**config.mk**
```make
export PLATFORM = sky130hd
export DESIGN_NAME = spi_controller_top
export DESIGN_NICKNAME = d
export VERILOG_FILES = /design/src/hw/spi_link_pkg.sv /design/src/hw/spi_host_pkg.sv /design/src/hw/spi_clk_divider.sv /design/src/hw/spi_controller_top.sv /design/src/hw/spi_host_port.sv /design/src/hw/spi_master_core.sv
export VERILOG_INCLUDE_DIRS = /design/src /design/src/hw
export SDC_FILE = /design/constraint.sdc
export NUM_CORES = 1
export LEC_CHECK = 0
export BUFFER_PORTS_ARGS = -buffer_cell sky130_fd_sc_hd__buf_2
export CAP_MARGIN = 20
export CELL_PAD_IN_SITES_DETAIL_PLACEMENT = 0
export CELL_PAD_IN_SITES_GLOBAL_PLACEMENT = 1
export CORE_MARGIN = 10
export CORE_UTILIZATION = 40
export CTS_CLUSTER_DIAMETER = 120
export DETAILED_ROUTE_END_ITERATION = 8
export GPL_TIMING_DRIVEN = 0
export PLACE_DENSITY_LB_ADDON = 0.1
export SETUP_SLACK_MARGIN = 0.05
export SYNTH_ARGS = -nofsm -noshare
export SYNTH_HDL_FRONTEND = slang
export SYNTH_HIERARCHICAL = 1
export SYNTH_SLANG_ARGS = --single-unit
```
**constraint.sdc**
```tcl
create_clock -name wr -period 5.4 [get_ports wr]
set_clock_uncertainty 0.2 [all_clocks]
set_input_delay 0.54 -clock wr [delete_from_list [all_inputs] [get_ports wr]]
set_output_delay 0.54 -clock wr [all_outputs]
set_load 0.01 [all_outputs]
```
**src/hw/spi_macros.svh**
```systemverilog
`ifndef SPI_MACROS_SVH
`define SPI_MACROS_SVH

// Bits shifted per transfer.
`define SPI_WORD_LEN 8

// The prescaler selects a half period of 2**(presc+1) clock cycles.
`define SPI_PRESC_BITS 3

// The divider counter has to reach 2**(2**SPI_PRESC_BITS) - 1.
`define SPI_CNT_BITS 8

`endif

```
**src/hw/spi_link_pkg.sv**
```systemverilog
`default_nettype none

`include "spi_macros.svh"

package spi_link_pkg;

    ////////////////////////////////////////
    // Serial side types
    ////////////////////////////////////////

    typedef logic [`SPI_WORD_LEN-1:0] spi_word_t;

    typedef struct packed {
        logic cpol;                              // Idle level of sck.
        logic cpha;                              // Sample on the trailing edge when set.
    } spi_mode_t;

    typedef struct packed {
        logic [`SPI_PRESC_BITS-1:0] presc;       // Half period is 2**(presc+1) cycles.
        spi_mode_t                  mode;
        logic                       lsb_first;
        logic                       clear_err;   // Only meaningful on the host write.
        logic                       spare;
    } spi_cfg_t;

endpackage

`default_nettype wire

```
**src/hw/spi_host_pkg.sv**
```systemverilog
`default_nettype none

package spi_host_pkg;

    import spi_link_pkg::*;

    ////////////////////////////////////////
    // Host command port types
    ////////////////////////////////////////

    typedef enum logic [1:0] {
        op_write_cfg   = 2'd0,
        op_write_data  = 2'd1,
        op_read_data   = 2'd2,
        op_read_status = 2'd3
    } host_op_t;

    // One payload word, read as configuration or as data by opcode.
    typedef union packed {
        spi_cfg_t  cfg;
        spi_word_t word;
    } host_payload_u;

    typedef struct packed {
        host_op_t      op;
        host_payload_u payload;
    } host_cmd_t;

    typedef struct packed {
        spi_word_t data;                         // Receive register contents.
        logic      rx_valid;
        logic      tx_empty;
        logic      overrun_err;                  // Sticky until cleared by a config write.
    } host_rsp_t;

endpackage

`default_nettype wire

```
**src/hw/spi_clk_divider.sv**
```systemverilog
`default_nettype none

`include "spi_macros.svh"

module spi_clk_divider
(
    input  logic                       wr,
    input  logic                       res_senderr,
    input  logic                       run,
    input  logic [`SPI_PRESC_BITS-1:0] presc,
    output logic                       tick
);

    logic [`SPI_CNT_BITS-1:0] cnt;
    logic [`SPI_CNT_BITS-1:0] limit;

    // Mask of presc+1 ones, so the count runs through 2**(presc+1) values.
    assign limit = {`SPI_CNT_BITS{1'b1}} >> (`SPI_CNT_BITS - 1 - presc);

    assign tick = run && (cnt == limit);

    always_ff @(posedge wr or posedge res_senderr)
    begin
        if (res_senderr)
        begin
            cnt <= '0;
        end
        else
        begin
            if (!run)
                cnt <= '0;
            else if (cnt == limit)
                cnt <= '0;
            else
                cnt <= cnt + 1'b1;
        end
    end

endmodule

`default_nettype wire

```
**src/hw/spi_controller_top.sv**
```systemverilog
`default_nettype none

`include "spi_macros.svh"

module spi_controller_top
    import spi_link_pkg::*;
    import spi_host_pkg::*;
(
    input  logic      wr,
    input  logic      res_senderr,
    input  logic      req,
    input  host_cmd_t cmd,
    input  logic      miso,
    output logic      ack,
    output host_rsp_t rsp,
    output logic      sck,
    output logic      mosi,
    output logic      ss
);

    spi_word_t                  tx_word;
    logic                       tx_full;
    spi_cfg_t                   cfg;
    logic                       tx_take;
    spi_word_t                  rx_word;
    logic                       rx_done;
    logic                       run;
    logic [`SPI_PRESC_BITS-1:0] presc;
    logic                       tick;

    spi_host_port u_host_port (
        .wr          (wr),
        .res_senderr (res_senderr),
        .req         (req),
        .cmd         (cmd),
        .tx_take     (tx_take),
        .rx_word     (rx_word),
        .rx_done     (rx_done),
        .ack         (ack),
        .rsp         (rsp),
        .tx_word     (tx_word),
        .tx_full     (tx_full),
        .cfg         (cfg)
    );

    spi_clk_divider u_clk_divider (
        .wr          (wr),
        .res_senderr (res_senderr),
        .run         (run),
        .presc       (presc),
        .tick        (tick)
    );

    spi_master_core u_master_core (
        .wr          (wr),
        .res_senderr (res_senderr),
        .tx_word     (tx_word),
        .tx_full     (tx_full),
        .cfg         (cfg),
        .tick        (tick),
        .miso        (miso),
        .tx_take     (tx_take),
        .rx_word     (rx_word),
        .rx_done     (rx_done),
        .run         (run),
        .presc       (presc),
        .sck         (sck),
        .mosi        (mosi),
        .ss          (ss)
    );

endmodule

`default_nettype wire

```
**src/hw/spi_host_port.sv**
```systemverilog
`default_nettype none

module spi_host_port
    import spi_link_pkg::*;
    import spi_host_pkg::*;
(
    input  logic      wr,
    input  logic      res_senderr,
    input  logic      req,
    input  host_cmd_t cmd,
    input  logic      tx_take,
    input  spi_word_t rx_word,
    input  logic      rx_done,
    output logic      ack,
    output host_rsp_t rsp,
    output spi_word_t tx_word,
    output logic      tx_full,
    output spi_cfg_t  cfg
);

    logic      accept;
    logic      wr_cfg;
    logic      wr_data;
    logic      rd_data;
    logic      rx_valid;
    logic      overrun_err;
    spi_word_t rx_data;
    spi_cfg_t  cfg_in;

    ////////////////////////////////////////
    // Command decode
    ////////////////////////////////////////

    assign accept = req && !ack;                 // One action per request.

    always_comb
    begin
        wr_cfg  = 1'b0;
        wr_data = 1'b0;
        rd_data = 1'b0;
        if (accept)
        begin
            case (cmd.op)
                op_write_cfg:   wr_cfg  = 1'b1;
                op_write_data:  wr_data = 1'b1;
                op_read_data:   rd_data = 1'b1;
                op_read_status: ;
                default: ;
            endcase
        end
    end

    always_comb
    begin
        cfg_in           = cmd.payload.cfg;
        cfg_in.clear_err = 1'b0;                 // The clear bit acts once and is not kept.
    end

    ////////////////////////////////////////
    // Handshake, buffers and flags
    ////////////////////////////////////////

    always_ff @(posedge wr or posedge res_senderr)
    begin
        if (res_senderr)
        begin
            ack         <= 1'b0;
            tx_full     <= 1'b0;
            rx_valid    <= 1'b0;
            overrun_err <= 1'b0;
            cfg         <= '0;
        end
        else
        begin
            if (accept)
                ack <= 1'b1;
            else if (ack && !req)
                ack <= 1'b0;

            if (wr_data && !tx_full)
                tx_full <= 1'b1;
            else if (tx_take)
                tx_full <= 1'b0;

            if (wr_data && tx_full)
                overrun_err <= 1'b1;             // Word is dropped.
            else if (wr_cfg && cmd.payload.cfg.clear_err)
                overrun_err <= 1'b0;

            if (wr_cfg)
                cfg <= cfg_in;

            if (rx_done)
                rx_valid <= 1'b1;                // A new word wins over a read in the same cycle.
            else if (rd_data)
                rx_valid <= 1'b0;
        end
    end

    always_ff @(posedge wr)
    begin
        if (wr_data && !tx_full)
            tx_word <= cmd.payload.word;
        if (rx_done)
            rx_data <= rx_word;
        if (accept)
        begin
            rsp.data        <= rx_data;          // Flags are taken before the command acts.
            rsp.rx_valid    <= rx_valid;
            rsp.tx_empty    <= !tx_full;
            rsp.overrun_err <= overrun_err;
        end
    end

endmodule

`default_nettype wire

```
**src/hw/spi_master_core.sv**
```systemverilog
`default_nettype none

`include "spi_macros.svh"

module spi_master_core
    import spi_link_pkg::*;
(
    input  logic                       wr,
    input  logic                       res_senderr,
    input  spi_word_t                  tx_word,
    input  logic                       tx_full,
    input  spi_cfg_t                   cfg,
    input  logic                       tick,
    input  logic                       miso,
    output logic                       tx_take,
    output spi_word_t                  rx_word,
    output logic                       rx_done,
    output logic                       run,
    output logic [`SPI_PRESC_BITS-1:0] presc,
    output logic                       sck,
    output logic                       mosi,
    output logic                       ss
);

    localparam int W         = `SPI_WORD_LEN;
    localparam int EDGE_BITS = $clog2(2 * W);
    localparam logic [EDGE_BITS-1:0] LAST_EDGE = EDGE_BITS'(2 * W - 1);

    function automatic spi_word_t flip_bits(input spi_word_t w);
        spi_word_t r;
        for (int i = 0; i < W; i++)
            r[i] = w[W-1-i];
        return r;
    endfunction

    logic                       busy;
    logic                       last_q;
    logic [EDGE_BITS-1:0]       edge_idx;
    logic                       sck_int;
    logic                       mosi_q;
    spi_mode_t                  mode_q;
    logic                       lsb_q;
    logic [`SPI_PRESC_BITS-1:0] presc_q;
    spi_word_t                  shift_out;
    spi_word_t                  shift_in;
    spi_word_t                  load_word;
    logic                       start;
    logic                       step;
    logic                       sample_en;
    logic                       shift_en;
    logic                       finish;

    ////////////////////////////////////////
    // Strobes
    ////////////////////////////////////////

    assign start     = !busy && tx_full;
    assign step      = busy && !last_q && tick;
    assign sample_en = step && (edge_idx[0] == mode_q.cpha);
    assign shift_en  = step && (edge_idx[0] != mode_q.cpha);
    assign finish    = busy && last_q;              // Cycle after the last sck edge.

    // Words always leave MSB first, so LSB-first data is reversed on load.
    assign load_word = cfg.lsb_first ? flip_bits(tx_word) : tx_word;

    assign tx_take = start;
    assign rx_done = finish;
    assign rx_word = lsb_q ? flip_bits(shift_in) : shift_in;

    assign run   = busy;
    assign presc = presc_q;
    assign sck   = sck_int ^ mode_q.cpol;
    assign mosi  = ss ? 1'b1 : mosi_q;

    ////////////////////////////////////////
    // Transfer control
    ////////////////////////////////////////

    always_ff @(posedge wr or posedge res_senderr)
    begin
        if (res_senderr)
        begin
            busy     <= 1'b0;
            last_q   <= 1'b0;
            edge_idx <= '0;
            sck_int  <= 1'b0;
            mosi_q   <= 1'b1;
            ss       <= 1'b1;
            mode_q   <= '0;
            lsb_q    <= 1'b0;
            presc_q  <= '0;
        end
        else
        begin
            if (start)
            begin
                busy     <= 1'b1;
                ss       <= 1'b0;
                mode_q   <= cfg.mode;
                lsb_q    <= cfg.lsb_first;
                presc_q  <= cfg.presc;
                edge_idx <= '0;
                mosi_q   <= load_word[W-1];      // First bit is set up before any edge.
            end

            if (step)
            begin
                sck_int  <= !sck_int;
                edge_idx <= edge_idx + 1'b1;
                if (edge_idx == LAST_EDGE)
                    last_q <= 1'b1;
            end

            if (shift_en)
                mosi_q <= shift_out[W-1];

            if (finish)
            begin
                busy   <= 1'b0;
                last_q <= 1'b0;
                ss     <= !tx_full;              // Keep the slave selected for a waiting word.
            end
        end
    end

    ////////////////////////////////////////
    // Shift registers
    ////////////////////////////////////////

    always_ff @(posedge wr)
    begin
        if (start)
        begin
            if (cfg.mode.cpha)
                shift_out <= load_word;
            else
                shift_out <= {load_word[W-2:0], 1'b1};
        end
        else if (shift_en)
        begin
            shift_out <= {shift_out[W-2:0], 1'b1};
        end

        if (sample_en)
            shift_in <= {shift_in[W-2:0], miso};
    end

endmodule

`default_nettype wire
```
## Yosys cells after proc, flatten, opt, wreduce, memory -nomap -nowiden

Cells that the tools add are included.

| storage, ports and cells | value |
|---|---|
| register bits | 76 |
| bits in latches | 0 |
| RAM bits | 0 |
| ROM bits | 0 |
| input bits | 14 |
| output and inout bits | 15 |
| logic and storage cells | 99 |
| memories kept | 0 |

| cells by class | value |
|---|---|
| $add $sub $neg | 3 |
| $mul | 0 |
| div/mod/pow operators | 0 |
| order comparisons | 0 |
| eq/ne operators | 6 |
| shift-type cells | 1 |
| muxes and demuxes | 32 |
| bitwise operators | 1 |
| reduce and logical (&&, ||, !) cells | 29 |

Operator list:

| cell | count |
|---|---|
| 8-bit two-way mux | 7 |
| 8-bit by 32-bit >> shifter with 8-bit output, first input constant | 1 |
| 1-bit two-way mux | 23 |
| 2-bit nonzero test | 9 |
| 1-bit logical AND | 12 |
| 8-bit by 1-bit adder with 8-bit output, second input constant | 1 |
| 8-bit == test | 1 |
| 4-bit two-way mux | 2 |
| 1-bit logical NOT | 6 |
| 4-bit by 1-bit adder with 4-bit output, second input constant | 1 |
| 4-bit == test, second input constant | 1 |
| 3-bit by 3-bit subtractor with 4-bit output, first input constant | 1 |
| 2-bit by 1-bit == test with 1-bit output, second input constant | 1 |
| 2-bit == test, second input constant | 1 |
| 2-bit logical NOT | 1 |
| 2-bit AND reduction | 1 |
| 1-bit == test | 1 |
| 1-bit != test | 1 |
| 1-bit XOR | 1 |

## Logic depth before layout (Yosys ltp)

Gate-level depths: netlist (run 1).

| depth | value |
|---|---|
| depth after elaboration | 8 |
| gate-level depth with buffers | 9 |
| gate-level depth less buffers | 7 |

## Hierarchy

The synthesis (run 1) kept the hierarchy.

Modules (own cells, without submodules):

| module | times used | cells an instance | area an instance (um2) |
|---|---|---|---|
| spi_master_core | 1 | 129 | 1,565.3 |
| spi_host_port | 1 | 62 | 1,300.0 |
| spi_clk_divider | 1 | 61 | 594.3 |

## Least setup slack after synthesis (run 1)

Ideal clock, no wire load.

| path | value |
|---|---|
| kind | register to register |
| start | register u_master_core.presc_q[1], in the netlist u_master_core/presc[1] |
| end | register u_master_core.shift_in[0] (enable) |
| setup time | 0.370 ns |
| arrival time | 2.184 ns |
| required time | 4.830 ns |
| slack | 2.646 ns |
| stages on the path, launching flop included | 9 |
| buffers on the path | 2 |
| clock period less this slack | 2.754 ns |
| cells stage by stage | dfrtp_1 > buf_6 > nor3_1 > o21bai_1 > a2111oi_4 > and4_1 > nand3b_1 > buf_1 > nor2_1 |

| on the way | value |
|---|---|
| longest elaborated chain between the ends | 6 |

Ends and longest elaborated chain:

| item | line | source |
|---|---|---|
| start, declared | spi_master_core.sv:43 | `` logic [`SPI_PRESC_BITS-1:0] presc_q; `` |
| start signal, assigned | spi_master_core.sv:101 | `presc_q <= cfg.presc;` |
| 3-bit by 3-bit subtractor with 4-bit output (no line) | n/a |  |
| 8-bit by 32-bit >> shifter with 8-bit output | spi_clk_divider.sv:18 | `` assign limit = {`SPI_CNT_BITS{1'b1}} >> (`SPI_CNT_BITS - 1 - presc); `` |
| 8-bit == test | spi_clk_divider.sv:20 | `assign tick = run && (cnt == limit);` |
| 1-bit logical AND | spi_clk_divider.sv:20 |  |
| net tick | spi_controller_top.sv:29 | `logic tick;` |
| 1-bit logical AND | spi_master_core.sv:58 | `assign step = busy && !last_q && tick;` |
| 1-bit logical AND | spi_master_core.sv:59 | `assign sample_en = step && (edge_idx[0] == mode_q.cpha);` |
| net u_master_core.sample_en | spi_master_core.sv:49 | `logic sample_en;` |
| end signal, assigned | spi_master_core.sv:145 | `shift_in <= {shift_in[W-2:0], miso};` |
| end, declared | spi_master_core.sv:45 | `spi_word_t shift_in;` |

The timed path passes the listed nets, and every way through them passes these cells.
A chain may end at the register's enable or synchronous reset.

## Worst setup path after layout (run 1)

| path | value |
|---|---|
| start | register u_master_core.presc_q[1], in the netlist u_master_core/presc[1] |
| end | register u_master_core.shift_in[3] (enable) |

The elaborated chain is that of the path after synthesis.

==> reports/qor.txt, run 1 <==
Post-synthesis cell count -> 248
DRT iter0 DRCs -> 79
Syn_area_per_cell -> 13.8 sq um
Hold Path Stages -> 1
LEAKAGE -> 1.59 nW
Clk buf depth -> 2
Placed Area -> 3680 sq um
Worst setup EP type -> flop
Max Freq -> 0.310 GHz
R2R Path End -> u_master_core/shift_in[3]
Area growth, synth to finish -> 14.1%
H-tree depth -> 3
Reg clk slew, reported paths -> 0.08 ns
# rows -> 33
Overall Power -> 1.92 mW
Relative slew slack -> 46.2%
Final hold violations -> 0
Worst path arrival time -> 3.00 ns
Worst reg2reg path depth -> 8
Setup slack, reg-to-reg -> 2.17 ns
Max-slew violations -> 0
CTS Buf Count -> 9
Die Y -> 112 microns
Post-CTS setup buffer count -> 0
Max Cap Viol -> 0
Per-cell routed wire length -> 16.0 microns
Core Area -> 8260 sq um
Final Setup Violations -> 0
Vias/cell -> 5.07
Hold crit path type -> input port to flop
Post-DRT Antenna Nets -> 0
Power Dens Cells -> 492 nW/um^2
First-pass DRT Iterations -> 4
I/O Buffers -> 28
Worst hold endpoint -> u_master_core/shift_in[0]
Peak supply drop -> 0.000215 V
Outcome -> complete, no violations
Largest net degree at the start of global routing -> 18
Gpl congestion -> 0.756
Worst Path Max Fanout -> 10
CP Class -> flop to flop
RSZ-0062 raised after global routing -> no
Setup tns final -> 0 ns
Routed WL -> 6.35 mm
Synth warn -> 6
Worst EP required -> 5.17 ns
Final-stage net count -> 305
Top Ports -> 29
Residual DRC -> 0
Number of fill cells -> 774
Gr usage total -> 10.3%
Number of global-route vias before repair -> 2,151
Post-layout min period -> 3.23 ns
Clock Sinks -> 76
Worst slew pin tran -> 0.805 ns
Die width -> 112 microns
Die area -> 12,600 sq um
CTS tree -> done
Mapped Area -> 3410 sq um
Via count -> 2,016
Share of cells above drive strength 1 -> 27.3%
Congestion Overflow GR -> 0
Final period util -> 59.8%
Detail Placement HPWL -> 4.54 mm
Clock Tree Root -> clkbuf_8
Starting Density -> 41.3%
Clk_lat worst skew -> 0.33 ns
Startpoint Class -> flop
Post-Syn Nets -> 265
Hold Startpoint -> miso
Final Instance Area -> 3890 sq um
First-pass GRT wire length -> 10.8 mm
Initial antenna violation count -> 0
# diodes -> 0
R2r startpoint -> u_master_core/presc[1]
## final cells by class
cell class / instances / area, sq um / share of cell area (%)
Tap cell: 105 / 131 / 3.38
Inverter: 15 / 56.3 / 1.45
Buffer: 10 / 58.8 / 1.51
Clock buffer: 9 / 124 / 3.18
Multi-Input combinational cell: 147 / 1180 / 30.2
Sequential cell: 76 / 2120 / 54.5
Timing Repair Buffer: 29 / 150 / 3.86
Clock inverter: 7 / 75.1 / 1.93
## layout by cell type (no fill, tap or decap), types with 4 or more instances in the layout
cell,n
a311oi_1,6
buf_2,31
clkbuf_8,9
dfrtp_1,31
edfxtp_1,43
inv_1,15
mux2_2,15
mux2i_1,4
mux4_1,6
nand2_1,42
nand2b_1,4
nand3_1,8
nand3b_1,4
nor2_1,7
o21ai_0,5
xnor2_1,6
xor2_1,4
## flip-flops by register name, summed over array words and instances, names as in the netlist, 2 cells and up
| signal | count |
|---|---|
| u_host_port/rx_data | 8 |
| u_master_core/edge_idx | 4 |
| u_master_core/mode_q | 2 |
| u_master_core/shift_in | 8 |
| u_host_port/cfg | 6 |
| u_host_port/tx_word | 8 |
| u_master_core/shift_out | 8 |
| u_host_port/rsp | 11 |
| u_master_core/presc | 3 |
| u_clk_divider/cnt | 8 |
## critical path, cell delays in order, from the launching register on
cell,delay (ns)
dfrtp_1,0.40
buf_6,0.15
nor3_1,0.18
o21bai_1,0.12
a2111oi_4,0.56
and4_1,0.30
nand3b_1,0.12
buf_1,0.26
nor2_1,0.57
## report_power, final
group          switching (mW)  internal, mW
Sequential              0.100         0.775
Combinational           0.325         0.287
Clock                   0.213         0.215
## routing by layer
layer / global-route usage (%) / vias up / wire length, microns
met4: 2.79 / 0 / 19
met5: 0 / - / 0
met2: 16.1 / 29 / 2980
met3: 3.09 / 2 / 245
li1: - / 982 / -
met1: 13.7 / 1003 / 3110
## how the worst max path moves through the flow
stage                                            to  depth (start not counted)                   start
after floorplan           u_master_core/shift_in[0]                          8  u_master_core/presc[1]
after global placement    u_master_core/shift_in[7]                          8  u_master_core/presc[1]
after detailed placement  u_master_core/shift_in[0]                          8  u_master_core/presc[1]
after CTS                 u_master_core/shift_in[3]                          8  u_master_core/presc[1]
after global routing      u_master_core/shift_in[3]                          8  u_master_core/presc[1]
final                     u_master_core/shift_in[3]                          8  u_master_core/presc[1]
## timing repair
| action | 4_1_cts | 5_1_grt |
|---|---|---|
| hold endpoints to repair | 8 | 0 |
| resized for setup | 0 | 0 |
| hold buffers | 1 | 0 |
## through the flow
| stage | worst slack [ns] | std cells | hold WS (ns) | utilization [%] |
|---|---|---|---|---|
| after floorplan | 2.65 | 248 | 0.156 | - |
| final | 2.17 | 398 | 0.173 | 47.1 |
| after global routing | 1.95 | 398 | 0.146 | 47.1 |
| after detailed placement | 2.15 | 381 | 0.205 | 44.6 |
| after global placement | 2.18 | 381 | 0.203 | 44.6 |
| after CTS | 2.12 | 398 | 0.151 | 47.1 |
Note: power is estimated with default switching activity, not from simulation.
==> run 2: changes to the inputs <==
--- a/config.mk
+++ b/config.mk
@@ -6,6 +6,7 @@
 export SDC_FILE = /design/constraint.sdc
 export NUM_CORES = 1
 export LEC_CHECK = 0
+export ABC_AREA = 1
 export BUFFER_PORTS_ARGS = -buffer_cell sky130_fd_sc_hd__buf_2
 export CAP_MARGIN = 20
 export CELL_PAD_IN_SITES_DETAIL_PLACEMENT = 0
==> constraint.sdc (replaced) <==
create_clock -name wr -period 3 [get_ports wr]
set_clock_uncertainty 0.2 [all_clocks]
set_input_delay 0.3 -clock wr [delete_from_list [all_inputs] [get_ports wr]]
set_output_delay 0.3 -clock wr [all_outputs]
set_load 0.01 [all_outputs]
==> reports/qor.txt, run 2 <==
Outcome -> complete, no violations
Setup slack, reg-to-reg -> 0.40 ns
Die area -> 12,800 sq um
LEAKAGE -> 1.86 nW
Congestion Overflow GR -> 0
Met1 Usage GRT -> 16.3%
Post-DRT Antenna Nets -> 0
CTS Buf Count -> 9
Slowest Stage Delay on Critical Path -> 0.48 ns
# rows -> 33
Gpl congestion -> 0.768
Worst slew pin tran -> 0.719 ns
GR met3 Demand/Resource -> 3.22%
Residual DRC -> 0
First-pass DRT Iterations -> 4
Post-layout min period -> 2.60 ns
Number of flip-flops in the largest register -> 11
Initial antenna violation count -> 0
Final-stage net count -> 428
Largest net degree at the start of global routing -> 16
R2r startpoint -> u_master_core/presc[2]
DRT iter0 DRCs -> 83
Worst setup EP type -> flop
Max Cap Viol -> 0
Share of cells above drive strength 1 -> 16.6%
H-tree depth -> 3
Final period util -> 86.5%
Number of global-route vias before repair -> 2,433
Cell-by-cell trace of the critical path -> buf_4, nor2_2, nand2_1, nand2_1, nand2_1, nor2_1, nand3_1, nor2_1, nand3_2, nor2_2
Number of fill cells -> 818
Per-cell routed wire length -> 13.5 microns
Syn_area_per_cell -> 9.55 sq um
CP Class -> flop to flop
CTS tree -> done
Die width -> 113 microns
Top Ports -> 29
Startpoint Class -> flop
Relative slew slack -> 52.0%
Cell mode on critical path -> nand2_1
Gr usage total -> 11.6%
Via count -> 2,476
Clock network fraction of total power -> 23.1%
Net Sw Frac -> 36.3%
Die Y -> 113 microns
Crit path from -> u_master_core/presc[2]
Worst reg2reg path depth -> 10
First-pass GRT wire length -> 12.0 mm
Core Area -> 8300 sq um
Routed WL -> 7.02 mm
Clock Sinks -> 76
Critical Path Slowest Stage Cell -> nor2_2
Final Setup Violations -> 0
Int Pwr -> 2.14 mW
Hold Startpoint -> cmd[8]
Post-CTS setup buffer count -> 0
Clk buf depth -> 2
Final hold violations -> 0
Power Dens Cells -> 835 nW/um^2
RSZ-0062 raised after global routing -> no
Area occupied by multi-input gates -> 1090 sq um
Setup tns final -> 0 ns
Clock Tree Root -> clkbuf_8
Post-Syn Nets -> 379
Logic pwr share -> 30.4%
I/O Buffers -> 28
Mapped Area -> 3460 sq um
FF/Latch Area -> 2120 sq um
Reg clk slew, reported paths -> 0.08 ns
Vias/cell -> 4.75
Worst path arrival time -> 2.39 ns
Most frequent cells in the layout -> nand2_1, inv_1, edfxtp_1
Commonest non-fill, non-tap cell in the layout -> nand2_1
Met2 Track Usage GR -> 16.4%
Area growth, synth to finish -> 16.6%
Gr busiest metal -> met2
Flop pwr share -> 46.5%
Clk_lat worst skew -> 0.34 ns
# diodes -> 0
Worst Path Max Fanout -> 9
Switching power -> 1.22 mW
Peak supply drop -> 0.000381 V
Post-synthesis cell count -> 362
Hold crit path type -> input port to flop
Starting Density -> 41.7%
Largest Register -> u_host_port/rsp
Detail Placement HPWL -> 5.16 mm
Final Worst Setup Slack -> 0.404 ns
Synth warn -> 6
Max Freq -> 0.385 GHz
DP Worst Slack -> 0.169 ns
Worst EP required -> 2.79 ns
Hold Path Stages -> 3
Max-slew violations -> 0
[run 2: worst max-delay path, delay by kind of cell (launching register included)]
family / cells / cell delay [ns]
buffers and inverters: 1 / 0.18
flip-flops: 1 / 0.39
AND/OR/NAND/NOR: 9 / 1.49
[run 2: metrics by stage]
step                power, mW  hold slack [ns]  area (sq um)  utilization (%)  cells
floorplan                2.31          -0.0843          3460                -    362
global placement         2.60            0.113          3730             44.9    495
detailed placement       2.61            0.118          3730             44.9    495
CTS                      3.41           0.0585          4030             48.5    521
global route             3.65           0.0593          4030             48.6    521
finish                   3.36           0.0698          4030             48.6    521
[run 2: metal layers]
| metal | up-vias | share of wire (%) |
|---|---|---|
| li1 | 1271 | - |
| met1 | 1140 | 52 |
| met2 | 55 | 42 |
| met3 | 10 | 4.8 |
| met4 | 0 | 1.5 |
| met5 | - | 0 |
[run 2: repair_timing]
item | in CTS | in global routing
endpoints found under the setup margin | 0 | 8
hold buffers | 10 | 0
gates resized for setup | 0 | 1
endpoints found under the hold margin | 43 | 0
[run 2: path summary, 6_finish.rpt]
check / end
worst min register to register: u_host_port/rsp[8]
worst max register to register: u_master_core/shift_in[4]
worst min-delay path: u_host_port/overrun_err
max in group asynchronous: u_master_core/presc[2]
min in group asynchronous: u_clk_divider/cnt[6]
worst max-delay path: u_master_core/shift_in[4]
[run 2: area by class of cell]
class	count	share of cell area, %
sequential	76	52.6
multi-input combinational	231	27.1
timing repair buffer	38	5.96
inverter	48	4.59
tap	105	3.26
clock buffer	9	3.07
clock inverter	7	1.89
buffer	7	1.52
[run 2: power groups by stage]
stage               clock network [mW]  registers (mW)  logic (mW)
finish                           0.777            1.57        1.02
global route                     0.852            1.61        1.19
CTS                              0.806            1.57        1.04
detailed placement                   0            1.59        1.03
global placement                     0            1.58        1.02
floorplan                            0            1.55       0.757
